`src/hdl/cache_conf_config.svh`:
```
`ifndef CACHE_CONF_CONFIG_SVH
`define CACHE_CONF_CONFIG_SVH

// ----------------------------------------------------------------------
// datapath widths
// ----------------------------------------------------------------------
`define CC_POS_WDTH        13    // signed picture coordinate / picture dim
`define CC_ADDR_WDTH       12    // clamped luma start
`define CC_DIM_WDTH        4     // luma size, offset, end
`define CC_CHMA_DIM_WDTH   3     // chroma size, offset, end
`define CC_FRAC_WDTH       3
`define CC_REF_IDX_WDTH    4

// ----------------------------------------------------------------------
// reference block geometry
// ----------------------------------------------------------------------
// span of the fetched reference block, 8 taps + block edge in luma
`define CC_LUMA_BLK_MAX    11
`define CC_CHMA_BLK_MAX    5

// 4:2:0 only, same shift in both axes
`define CC_C_SUB_SHIFT     1

// chroma fraction code for half-pel
`define CC_FRAC_HALF       3'b100

`endif

```
`src/hdl/cache_conf_pkg.sv`:
```
`default_nettype none

`include "cache_conf_config.svh"

package cache_conf_pkg;

   // signed start position, picture dimension, chroma start in chroma units
   typedef logic signed [`CC_POS_WDTH-1:0] pos_t;

   // clamped start addresses
   typedef logic [`CC_ADDR_WDTH-1:0] addr_t;
   typedef logic [`CC_ADDR_WDTH-`CC_C_SUB_SHIFT-1:0] addr_ch_t;   // after subsampling

   // block dimensions inside the reference block
   typedef logic [`CC_DIM_WDTH-1:0] dim_t;
   typedef logic [`CC_CHMA_DIM_WDTH-1:0] dim_ch_t;

   // side fields
   typedef logic [`CC_FRAC_WDTH-1:0] frac_t;
   typedef logic [`CC_REF_IDX_WDTH-1:0] ref_idx_t;

endpackage

`default_nettype wire

```
`src/hdl/axis_conf_stage.sv`:
```
`timescale 1ns/1ps

`include "cache_conf_config.svh"

`default_nettype none

module axis_conf_stage (
   input  logic                     clk,
   input  logic                     reset,
   input  logic                     load,
   input  cache_conf_pkg::pos_t     pic_dim,
   input  cache_conf_pkg::frac_t    frac,
   input  cache_conf_pkg::pos_t     luma_start,
   input  cache_conf_pkg::pos_t     chma_start,
   input  cache_conf_pkg::dim_t     luma_size,
   input  cache_conf_pkg::dim_t     chma_size,
   output cache_conf_pkg::addr_t    start_luma,
   output cache_conf_pkg::addr_ch_t start_chma,
   output cache_conf_pkg::dim_t     size_luma,
   output cache_conf_pkg::dim_ch_t  size_chma,
   output cache_conf_pkg::addr_t    great_start,
   output cache_conf_pkg::dim_t     great_size,
   output cache_conf_pkg::dim_t     offset_luma,
   output cache_conf_pkg::dim_t     end_luma,
   output cache_conf_pkg::dim_ch_t  offset_chma,
   output cache_conf_pkg::dim_ch_t  end_chma,
   output cache_conf_pkg::pos_t     luma_ref_start,
   output cache_conf_pkg::pos_t     chma_ref_start,
   output cache_conf_pkg::dim_t     luma_ref_size,
   output cache_conf_pkg::dim_t     chma_ref_size,
   output cache_conf_pkg::frac_t    frac_out
);

   cache_conf_pkg::addr_t    l_clamp;
   cache_conf_pkg::dim_t     l_size;
   cache_conf_pkg::dim_t     l_offset;
   cache_conf_pkg::dim_t     l_end;

   cache_conf_pkg::addr_t    c_clamp;      // full resolution, for the great window
   cache_conf_pkg::addr_ch_t c_clamp_sub;
   cache_conf_pkg::dim_t     c_size;       // unshifted
   cache_conf_pkg::dim_t     c_size_sub;
   cache_conf_pkg::dim_t     c_offset;
   cache_conf_pkg::dim_t     c_end;

   logic                     great_chma;

   // ----------------------------------------------------------------------
   // per component bounds
   // ----------------------------------------------------------------------
   ref_axis_bound #(
      .SUB_SHIFT (0),
      .BLK_MAX   (`CC_LUMA_BLK_MAX)
   ) u_luma_bound (
      .ref_start       (luma_start),
      .ref_size        (luma_size),
      .pic_dim         (pic_dim),
      .clamp_start     (l_clamp),
      .clamp_start_sub (),         // same as clamp_start for luma
      .fetch_size      (l_size),
      .fetch_size_sub  (),
      .blk_offset      (l_offset),
      .blk_end         (l_end)
   );

   ref_axis_bound #(
      .SUB_SHIFT (`CC_C_SUB_SHIFT),
      .BLK_MAX   (`CC_CHMA_BLK_MAX)
   ) u_chma_bound (
      .ref_start       (chma_start),
      .ref_size        (chma_size),
      .pic_dim         (pic_dim),
      .clamp_start     (c_clamp),
      .clamp_start_sub (c_clamp_sub),
      .fetch_size      (c_size),
      .fetch_size_sub  (c_size_sub),
      .blk_offset      (c_offset),
      .blk_end         (c_end)
   );

   // half-pel chroma needs the wider chroma window
   assign great_chma = (frac == `CC_FRAC_HALF);

   // ----------------------------------------------------------------------
   // output registers, loaded once per accepted block
   // ----------------------------------------------------------------------
   always_ff @(posedge clk) begin
      if (load) begin
         start_luma  <= l_clamp;
         size_luma   <= l_size;
         offset_luma <= l_offset;
         end_luma    <= l_end;

         start_chma  <= c_clamp_sub;
         size_chma   <= c_size_sub[`CC_CHMA_DIM_WDTH-1:0];
         offset_chma <= c_offset[`CC_CHMA_DIM_WDTH-1:0];
         end_chma    <= c_end[`CC_CHMA_DIM_WDTH-1:0];

         luma_ref_start <= luma_start;
         luma_ref_size  <= luma_size;
         chma_ref_start <= chma_start >>> `CC_C_SUB_SHIFT;   // chroma units
         chma_ref_size  <= chma_size >> `CC_C_SUB_SHIFT;
         frac_out       <= frac;

         great_start <= great_chma ? c_clamp : l_clamp;
         great_size  <= great_chma ? c_size : l_size;
      end
   end

   // clamped luma start always addresses a sample inside the picture
   a_start_in_pic: assert property (
      @(posedge clk) disable iff (reset)
      load |=> ({1'b0, start_luma} < $past(pic_dim))
   ) else $error("axis_conf_stage: start_luma %0d outside picture", start_luma);

endmodule

`default_nettype wire

```
`src/hdl/cache_conf_stage.sv`:
```
`timescale 1ns/1ps

`default_nettype none

module cache_conf_stage (
   input  logic                     clk,
   input  logic                     reset,
   input  logic                     valid_in,
   input  logic                     tag_compare_stage_ready,
   input  cache_conf_pkg::pos_t     pic_width,
   input  cache_conf_pkg::pos_t     pic_height,
   input  cache_conf_pkg::ref_idx_t ref_idx_in_in,
   input  cache_conf_pkg::frac_t    ch_frac_x,
   input  cache_conf_pkg::frac_t    ch_frac_y,
   input  cache_conf_pkg::pos_t     luma_ref_start_x_in,
   input  cache_conf_pkg::pos_t     luma_ref_start_y_in,
   input  cache_conf_pkg::pos_t     chma_ref_start_x_in,
   input  cache_conf_pkg::pos_t     chma_ref_start_y_in,
   input  cache_conf_pkg::dim_t     luma_ref_width_x_in,
   input  cache_conf_pkg::dim_t     luma_ref_height_y_in,
   input  cache_conf_pkg::dim_t     chma_ref_width_x_in,
   input  cache_conf_pkg::dim_t     chma_ref_height_y_in,

   output logic                     op_conf_fifo_wr_en,
   output cache_conf_pkg::ref_idx_t ref_idx_in,
   output cache_conf_pkg::addr_t    start_x_in,
   output cache_conf_pkg::addr_t    start_y_in,
   output cache_conf_pkg::addr_ch_t start_x_ch,
   output cache_conf_pkg::addr_ch_t start_y_ch,
   output cache_conf_pkg::dim_t     rf_blk_wdt_in,
   output cache_conf_pkg::dim_t     rf_blk_hgt_in,
   output cache_conf_pkg::dim_ch_t  rf_blk_wdt_ch,
   output cache_conf_pkg::dim_ch_t  rf_blk_hgt_ch,
   output cache_conf_pkg::addr_t    start_great_x_in,
   output cache_conf_pkg::addr_t    start_great_y_in,
   output cache_conf_pkg::dim_t     rf_blk_great_wdt_in,
   output cache_conf_pkg::dim_t     rf_blk_great_hgt_in,
   output cache_conf_pkg::dim_t     d_block_x_offset_luma,
   output cache_conf_pkg::dim_t     d_block_y_offset_luma,
   output cache_conf_pkg::dim_t     d_block_x_end_luma,
   output cache_conf_pkg::dim_t     d_block_y_end_luma,
   output cache_conf_pkg::dim_ch_t  d_block_x_offset_chma,
   output cache_conf_pkg::dim_ch_t  d_block_y_offset_chma,
   output cache_conf_pkg::dim_ch_t  d_block_x_end_chma,
   output cache_conf_pkg::dim_ch_t  d_block_y_end_chma,
   output cache_conf_pkg::pos_t     luma_ref_start_x,
   output cache_conf_pkg::pos_t     luma_ref_start_y,
   output cache_conf_pkg::pos_t     chma_ref_start_x,
   output cache_conf_pkg::pos_t     chma_ref_start_y,
   output cache_conf_pkg::dim_t     luma_ref_width_x,
   output cache_conf_pkg::dim_t     luma_ref_height_y,
   output cache_conf_pkg::dim_t     chma_ref_width_x,
   output cache_conf_pkg::dim_t     chma_ref_height_y,
   output cache_conf_pkg::frac_t    d_frac_x_out,
   output cache_conf_pkg::frac_t    d_frac_y_out
);

   logic accept;

   // no hold on back-pressure, the source keeps its block
   assign accept = valid_in & tag_compare_stage_ready;

   always_ff @(posedge clk) begin
      if (reset) begin
         op_conf_fifo_wr_en <= 1'b0;
         ref_idx_in         <= '0;
      end else begin
         op_conf_fifo_wr_en <= accept;   // one strobe per accept
         if (accept) begin
            ref_idx_in <= ref_idx_in_in;
         end
      end
   end

   // ----------------------------------------------------------------------
   // x and y are independent
   // ----------------------------------------------------------------------
   axis_conf_stage axis_x (
      .clk            (clk),
      .reset          (reset),
      .load           (accept),
      .pic_dim        (pic_width),
      .frac           (ch_frac_x),
      .luma_start     (luma_ref_start_x_in),
      .chma_start     (chma_ref_start_x_in),
      .luma_size      (luma_ref_width_x_in),
      .chma_size      (chma_ref_width_x_in),
      .start_luma     (start_x_in),
      .start_chma     (start_x_ch),
      .size_luma      (rf_blk_wdt_in),
      .size_chma      (rf_blk_wdt_ch),
      .great_start    (start_great_x_in),
      .great_size     (rf_blk_great_wdt_in),
      .offset_luma    (d_block_x_offset_luma),
      .end_luma       (d_block_x_end_luma),
      .offset_chma    (d_block_x_offset_chma),
      .end_chma       (d_block_x_end_chma),
      .luma_ref_start (luma_ref_start_x),
      .chma_ref_start (chma_ref_start_x),
      .luma_ref_size  (luma_ref_width_x),
      .chma_ref_size  (chma_ref_width_x),
      .frac_out       (d_frac_x_out)
   );

   axis_conf_stage axis_y (
      .clk            (clk),
      .reset          (reset),
      .load           (accept),
      .pic_dim        (pic_height),
      .frac           (ch_frac_y),
      .luma_start     (luma_ref_start_y_in),
      .chma_start     (chma_ref_start_y_in),
      .luma_size      (luma_ref_height_y_in),
      .chma_size      (chma_ref_height_y_in),
      .start_luma     (start_y_in),
      .start_chma     (start_y_ch),
      .size_luma      (rf_blk_hgt_in),
      .size_chma      (rf_blk_hgt_ch),
      .great_start    (start_great_y_in),
      .great_size     (rf_blk_great_hgt_in),
      .offset_luma    (d_block_y_offset_luma),
      .end_luma       (d_block_y_end_luma),
      .offset_chma    (d_block_y_offset_chma),
      .end_chma       (d_block_y_end_chma),
      .luma_ref_start (luma_ref_start_y),
      .chma_ref_start (chma_ref_start_y),
      .luma_ref_size  (luma_ref_height_y),
      .chma_ref_size  (chma_ref_height_y),
      .frac_out       (d_frac_y_out)
   );

   // strobe only follows an accepted block
   a_strobe_after_accept: assert property (
      @(posedge clk) disable iff (reset)
      op_conf_fifo_wr_en |-> $past(accept)
   ) else $error("cache_conf_stage: fifo write without accept");

endmodule

`default_nettype wire

```
`src/hdl/ref_axis_bound.sv`:
```
`timescale 1ns/1ps

`include "cache_conf_config.svh"

`default_nettype none

module ref_axis_bound #(
   parameter int SUB_SHIFT = 0,   // 0 for luma, 1 for subsampled chroma
   parameter int BLK_MAX   = 11
) (
   input  cache_conf_pkg::pos_t     ref_start,
   input  cache_conf_pkg::dim_t     ref_size,
   input  cache_conf_pkg::pos_t     pic_dim,
   output cache_conf_pkg::addr_t    clamp_start,
   output cache_conf_pkg::addr_ch_t clamp_start_sub,
   output cache_conf_pkg::dim_t     fetch_size,
   output cache_conf_pkg::dim_t     fetch_size_sub,
   output cache_conf_pkg::dim_t     blk_offset,
   output cache_conf_pkg::dim_t     blk_end
);

   localparam int SUB_ADDR_W = $bits(cache_conf_pkg::addr_ch_t);
   localparam cache_conf_pkg::dim_t BLK_LAST = cache_conf_pkg::dim_t'(BLK_MAX - 1);

   cache_conf_pkg::pos_t size_ext;
   cache_conf_pkg::pos_t ref_end;        // first position past the block
   cache_conf_pkg::pos_t pic_last;
   cache_conf_pkg::pos_t pic_last_sub;
   cache_conf_pkg::pos_t start_sub;
   cache_conf_pkg::pos_t lead_dist;      // samples hanging off the low edge
   cache_conf_pkg::pos_t rem;            // samples left up to the high edge
   cache_conf_pkg::dim_t end_low;
   cache_conf_pkg::dim_t lead_low;
   cache_conf_pkg::dim_t rem_low;
   logic                 neg_start;
   logic                 neg_end;

   initial begin
      assert (BLK_MAX - 1 < (1 << `CC_DIM_WDTH))
         else $error("ref_axis_bound: BLK_MAX %0d too large for dim_t", BLK_MAX);
   end

   // ----------------------------------------------------------------------
   // edge distances
   // ----------------------------------------------------------------------
   assign size_ext     = cache_conf_pkg::pos_t'(ref_size);   // zero extended
   assign ref_end      = ref_start + size_ext;
   assign pic_last     = pic_dim - cache_conf_pkg::pos_t'(1);
   assign pic_last_sub = (pic_dim >>> SUB_SHIFT) - cache_conf_pkg::pos_t'(1);
   assign start_sub    = ref_start >>> SUB_SHIFT;
   assign lead_dist    = -ref_start;
   assign rem          = pic_last - ref_start;

   assign neg_start = ref_start[`CC_POS_WDTH-1];
   assign neg_end   = ref_end[`CC_POS_WDTH-1];

   // all of these fit a block dimension whenever they are used
   assign end_low  = ref_end[`CC_DIM_WDTH-1:0];
   assign lead_low = lead_dist[`CC_DIM_WDTH-1:0];
   assign rem_low  = rem[`CC_DIM_WDTH-1:0];

   // ----------------------------------------------------------------------
   // start clamp
   // ----------------------------------------------------------------------
   always_comb begin
      if (neg_start) begin
         clamp_start     = '0;
         clamp_start_sub = '0;
      end else if (ref_start >= pic_dim) begin
         clamp_start     = pic_last[`CC_ADDR_WDTH-1:0];
         clamp_start_sub = pic_last_sub[SUB_ADDR_W-1:0];
      end else begin
         clamp_start     = ref_start[`CC_ADDR_WDTH-1:0];
         clamp_start_sub = start_sub[SUB_ADDR_W-1:0];
      end
   end

   // ----------------------------------------------------------------------
   // fetch size, offset and end inside the reference block
   // ----------------------------------------------------------------------
   always_comb begin
      if (neg_start) begin
         blk_end = BLK_LAST;
         if (neg_end) begin   // nothing of the block lies inside the picture
            blk_offset     = BLK_LAST;
            fetch_size     = '0;
            fetch_size_sub = '0;
         end else begin
            fetch_size     = end_low;
            fetch_size_sub = end_low >> SUB_SHIFT;
            blk_offset     = lead_low >> SUB_SHIFT;
         end
      end else if (ref_end >= pic_dim) begin
         blk_offset = '0;
         if (rem[`CC_POS_WDTH-1]) begin   // start already past the edge
            fetch_size     = '0;
            fetch_size_sub = '0;
            blk_end        = '0;
         end else begin
            fetch_size     = rem_low;
            fetch_size_sub = rem_low >> SUB_SHIFT;
            blk_end        = rem_low >> SUB_SHIFT;
         end
      end else begin
         fetch_size     = ref_size;
         fetch_size_sub = ref_size >> SUB_SHIFT;
         blk_offset     = '0;
         blk_end        = ref_size >> SUB_SHIFT;
      end
   end

endmodule

`default_nettype wire

```
`config.mk`:
```
export PLATFORM = sky130hd
export DESIGN_NAME = cache_conf_stage
export DESIGN_NICKNAME = d
export VERILOG_FILES = /design/src/hdl/cache_conf_pkg.sv /design/src/hdl/axis_conf_stage.sv /design/src/hdl/cache_conf_stage.sv /design/src/hdl/ref_axis_bound.sv
export VERILOG_INCLUDE_DIRS = /design/src /design/src/hdl
export SDC_FILE = /design/constraint.sdc
export NUM_CORES = 1
export LEC_CHECK = 0
export BUFFER_PORTS_ARGS = -buffer_cell sky130_fd_sc_hd__buf_2
export CAP_MARGIN = 25
export CORE_MARGIN = 5
export CORE_UTILIZATION = 50
export CTS_BUF_LIST = sky130_fd_sc_hd__clkbuf_4 sky130_fd_sc_hd__clkbuf_8
export DETAILED_ROUTE_END_ITERATION = 12
export GPL_ROUTABILITY_DRIVEN = 0
export PLACE_DENSITY = 0.75
export SLEW_MARGIN = 25
export SYNTH_ARGS = -nofsm -noshare
export SYNTH_HDL_FRONTEND = slang
export SYNTH_SLANG_ARGS = --single-unit
```
`constraint.sdc`:
```
create_clock -name clk -period 10.33 [get_ports clk]
set_input_delay 1.033 -clock clk [delete_from_list [all_inputs] [get_ports clk]]
set_output_delay 1.033 -clock clk [all_outputs]
set_load 0.01 [all_outputs]
```
Word-level counts from Yosys, hierarchy flattened

Index checks and enable logic that the tools add are counted.
W data, S select, Z words.

Order comparisons: 8
Add/sub/neg operators: 16
Equal/unequal tests: 2
Bitwise operators: 5
Muxes and demuxes: 42
Reductions and logical operators: 4

Operators by type and width:

| kind                    | number |
|---|---|
| $mux W12                | 10 |
| $ge A13 B13 Y1          | 8 |
| $mux W4                 | 20 |
| $add A13 B5 Y13         | 4 |
| $sub A13 B13 Y13        | 4 |
| $mux W3                 | 10 |
| $sub A13 B2 Y13 const B | 2 |
| $mux W11                | 2 |
| $sub A11 B2 Y11 const B | 2 |
| $neg A4 Y4              | 4 |
| $reduce_or A2 Y1        | 4 |
| $eq A3 B3 Y1 const B    | 2 |
| $not A1 Y1              | 4 |
| $and A1 B1 Y1           | 1 |

Bits in registers: 195
Logic and storage cells: 113
Input bits: 108
Output and inout port bits: 199

Depth between registers and ports, before layout

Depth in word-level cells: 6
Mapped depth: 19
Depth with buffers taken out: 19

Cells and area by module

A second synthesis with hierarchy kept.

Cell total of the unflattened synthesis: 1,348
Area total of the unflattened synthesis: 14,696.6 um2

By module, submodules not included:

| module                                    | cells an instance | sequential area each (um2) | area each (um2) | instances |
|---|---|---|---|---|
| axis_conf_stage                           | 116               | 2,852.7                    | 3,085.5         | 2 |
| ref_axis_bound at axis_x.u_chma_bound ... | 281               | 0.0                        | 2,144.6         | 2 |
| ref_axis_bound at axis_y.u_luma_bound     | 263               | 0.0                        | 2,021.9         | 1 |
| ref_axis_bound at axis_x.u_luma_bound     | 270               | 0.0                        | 2,001.9         | 1 |
| cache_conf_stage                          | 21                | 100.1                      | 212.7           | 1 |

Worst setup path before layout

OpenSTA, ideal clock, no wires.

Path kind: input port to flip-flop
Start point: input valid_in
End point: register axis_x.chma_ref_size[0], enable pin
Path slack: 4,909 ps
Arrival: 4,877 ps
Stages on the path: 2
Data required time: 9,786 ps
Path through: nand2_1 -> inv_1

Cells in the longest elaborated chain, start to end: 1

RTL lines:

| what                   | RTL line               | text |
|---|---|---|
| start: declaration     | cache_conf_stage.sv:8  | `input logic valid_in,` |
| $and A1 B1 Y1          | cache_conf_stage.sv:61 | `assign accept = valid_in & tag_compare_stage_ready;` |
| named net accept       | cache_conf_stage.sv:58 | `logic accept;` |
| end signal: assignment | axis_conf_stage.sv:102 | `` chma_ref_size <= chma_size >> `CC_C_SUB_SHIFT; `` |
| end: declaration       | axis_conf_stage.sv:30  | `output cache_conf_pkg::dim_t chma_ref_size,` |

The timed path passes the listed nets, and every way through them passes these cells.
A chain may end at the register's enable or synchronous reset.

Worst setup path in the final report

Start point: input pic_height[1]
End point: register axis_y.great_size[3], data pin

Cells in the longest elaborated chain, start to end: 6
Elaborated cells on any way between the ends: 12
Classes of those cells: 3 x add/sub; 2 x order compare; 7 x mux

RTL lines:

| what                       | RTL line               | text |
|---|---|---|
| start: declaration         | cache_conf_stage.sv:11 | `input cache_conf_pkg::pos_t pic_height,` |
| $sub A13 B2 Y13            | n/a                    |  |
| $sub A13 B13 Y13           | ref_axis_bound.sv:52   | `assign rem = pic_last - ref_start;` |
| $mux W4                    | ref_axis_bound.sv:95   | `` if (rem[`CC_POS_WDTH-1]) begin `` |
| $mux W4 *                  | ref_axis_bound.sv:93   | `end else if (ref_end >= pic_dim) begin` |
| $mux W4 *                  | ref_axis_bound.sv:82   | `if (neg_start) begin` |
| named net axis_y.c_size[3] | axis_conf_stage.sv:41  | `cache_conf_pkg::dim_t c_size;` |
| $mux W4 *                  | axis_conf_stage.sv:106 | `great_size <= great_chma ? c_size : l_size;` |
| end signal: assignment     | axis_conf_stage.sv:106 |  |
| end: declaration           | axis_conf_stage.sv:22  | `output cache_conf_pkg::dim_t great_size,` |

The timed path passes the listed nets; every way through them passes the cells marked *.

==> flow_summary.ini <==
[synthesis]
synthDominantCellAreaShare_pct = 42.10
async_flop_share_pct = 0
yosysWarnings = 0
synthTopCellsByCount = edfxtp_1 (190), ha_1 (180), inv_1 (122), nor2_1 (103), xnor2_1 (88)
synth-seq-area-share_pct = 42.84
syn-mean-instance-area_um2 = 10.77
yosysMostFrequentCell = edfxtp_1
synth_edf_count = 190
ys_top_cells_by_area = edfxtp_1 (42%), ha_1 (17%), xnor2_1 (5.7%)
ys_seq_elements = 195
synthFlopType = edfxtp_1
synth_cell_type_count = 74
synth_area_um2 = 13550
synth_top_cell_by_area = edfxtp_1
syn_inst = 1258

[timing]
skew_ns = 0
final-hold-violation-count = 0
setup_violations = 0
max_slew.worst_pin.slew_ns = 1.006
fin_crit_sh_pct = 53.28
finalMaxSlewViolations = 0
setup-tns-final_ns = 0
rsz0062_at_grt = no
maxSlewHeadroom_pct = 32.90
max_freq_mhz = 181.7
worst_slack_ns = 4.826
min_period_ns = 5.504

[route]
via_count = 11340
drc = 0
drtAntennaViolNets = 0
drt_iter0_drc = 1040
first_pass_iters = 5
via_per_inst = 5.915
wl_per_cell_um = 21.04
wl_mm = 40.34

[final_layout]
areaGrowthSynthToFinish_pct = 17.44
fill_cells = 2257
drive_gt1_share_pct = 23.25
post-route-util_pct = 59.38
final_nets = 1857

[flow_run]
cap_violations = 0

[cts]
cts.sink_count = 195
cts_tree = yes
cts_buffers = 17
cts_root_buf = clkbuf_8
cts_setup_buffers = 0
clockBufferDepth = 2
cts_resized = 0
clk_pin_slew_ns = 0.11
htreeDepth = 4
clkLatencyLatePin_ns = 0.48
cts_hold_buf = 0

[critical_path]
endpoint_kind = flip-flop
critical_path_class = primary input to flip-flop
cp_num_buf_inv = 2
cp.required_ns = 10.57
r2r_slack_ns = 9.73
critPathTopFamily = simple AND/OR/NAND/NOR gates
critical-path-max-stage-delay_ns = 0.43
cp.arrival_ns = 5.74
crit_path_top_delay_cell = xnor3_1
path_cells = buf_2 -> inv_1 -> ha_1 -> or3b_4 -> or3_4 -> or3_4 -> nand2b_1 -> xnor2_1 -> ha_1 -> and3_1 -> a221o_1 -> a21oi_1 -> o21ai_0 -> xnor3_1 -> nor3_1 -> a221o_1 -> mux2_1
crit_fanout = 6
critPathLaunchType = primary input

[placement]
hpwlAfterDp_mm = 31.41
io_buffers = 304
dp_slack_ns = 4.538

[global_route]
grt_max_degree = 116
globalRouteTotalUtil_pct = 25.67
grt_pass1_wl_mm = 61.79
grt_pass1_vias = 11520
antenna_found_initial = 3
overflow = 0

[die]
die_y_um = 174.6
die_area_um2 = 30500
num_rows = 60
die_width_um = 174.6
io_pins = 307
initial_core_util_pct = 50.56
core_area_um2 = 26800

[power_and_ir_drop]
power_leakage_uw = 0.006923
finalPower_uw = 2120
ir_drop_uv = 86.27
pwr_density_cell_nw_per_um2 = 133.2

[min_path]
min_path_type = flip-flop to flip-flop

[status]
outcome = complete, no violations
## final timing paths
path,end,cells past startpoint,startpoint
worst max-delay path,axis_y.great_size[3]$_DFFE_PP_,17,pic_height[1]
worst min-delay path,ref_idx_in[3]$_SDFFE_PP0P_,2,ref_idx_in[3]$_SDFFE_PP0P_
worst max register to register,ref_idx_in[2]$_SDFFE_PP0P_,2,ref_idx_in[2]$_SDFFE_PP0P_
worst min register to register,ref_idx_in[3]$_SDFFE_PP0P_,2,ref_idx_in[3]$_SDFFE_PP0P_
## power by group
part / leakage, uW / total, uW / switching [uW] / internal [uW]
Sequential: 0.00175 / 960 / 16.0 / 944
Clock: 0.000220 / 561 / 322 / 239
Combinational: 0.00495 / 598 / 369 / 230
Total: 0.00692 / 2120 / 707 / 1410
## state kept, by name, summed over array words and instances (netlist names), 4 cells and up
| register | cells |
|---|---|
| axis_x.chma_ref_start | 12 |
| axis_x.start_luma | 12 |
| axis_x.offset_luma | 4 |
| axis_y.great_start | 12 |
| axis_y.start_chma | 11 |
| axis_x.start_chma | 11 |
| axis_x.luma_ref_start | 13 |
| axis_x.size_luma | 4 |
| axis_x.great_start | 12 |
| axis_x.great_size | 4 |
| axis_y.offset_luma | 4 |
| axis_y.end_luma | 4 |
| axis_x.luma_ref_size | 4 |
| axis_y.luma_ref_size | 4 |
| axis_y.start_luma | 12 |
| axis_y.size_luma | 4 |
| axis_x.end_luma | 4 |
| axis_y.luma_ref_start | 13 |
| ref_idx_in | 4 |
| axis_y.great_size | 4 |
| axis_y.chma_ref_start | 12 |
## logic make-up after synthesis
kind of cell	count (synthesis)	synth area share, %
compound gates	272	13.86
xor+xnor	100	6.814
fa+ha+maj	188	17.80
buf+inv	149	4.247
flops	195	42.84
mux	27	2.013
other cells	1	0.02767
simple gates	326	12.40
## layout make-up
type                            count  area, um2  area share (%)
Antenna cell                        2      5.005         0.03145
Clock buffer                       19      255.2           1.604
Clock inverter                     13      190.2           1.195
Inverter                          122      465.4           2.925
Multi-Input combinational cell    915       7201           45.24
Sequential cell                   195       5806           36.48
Tap cell                          341      426.7           2.681
Timing Repair Buffer              310       1567           9.843
## metal layers
layer	track usage (%)	vias up	part of all wire [%]
met4	10.61	6	3.9
li1	-	5258	-
met5	0	-	0.074
met3	5.971	126	9.2
met2	45.01	598	49
met1	30.39	5352	38
## cells in the final DEF, fill, tap and decap left out, drive strengths merged, types with 8 or more instances in the layout
| cell | count |
|---|---|
| a211oi | 27 |
| a21o | 33 |
| a21oi | 63 |
| a32oi | 10 |
| and2 | 19 |
| and4 | 8 |
| buf | 310 |
| clkbuf | 19 |
| edfxtp | 190 |
| fa | 8 |
| ha | 180 |
| inv | 128 |
| mux2i | 25 |
| nand2 | 57 |
| nand2b | 21 |
| nand3 | 15 |
| nand4 | 15 |
| nor2 | 103 |
| nor2b | 24 |
| nor3 | 29 |
| nor3b | 8 |
| o211ai | 8 |
| o21ai | 48 |
| o221ai | 11 |
| o22ai | 8 |
| xnor2 | 89 |
| xor2 | 9 |
## worst min-delay path, delay by kind of cell (launching register included)
family           cells  cell delay (ns)
flip-flops           1             0.32
AND/OR/NAND/NOR      1             0.05
AO/OA/AOI/OAI        1             0.05
## through the flow
stage	instance area, um2	instances	hold WS, ns
after floorplan	13560	1259	0.4745
after global placement	15460	1883	0.4400
after detailed placement	15460	1883	0.4461
after CTS	15910	1915	0.4620
after global routing	15910	1915	0.4983
final	15920	1917	0.4599
No activity file was read; power rests on OpenSTA's default activity.
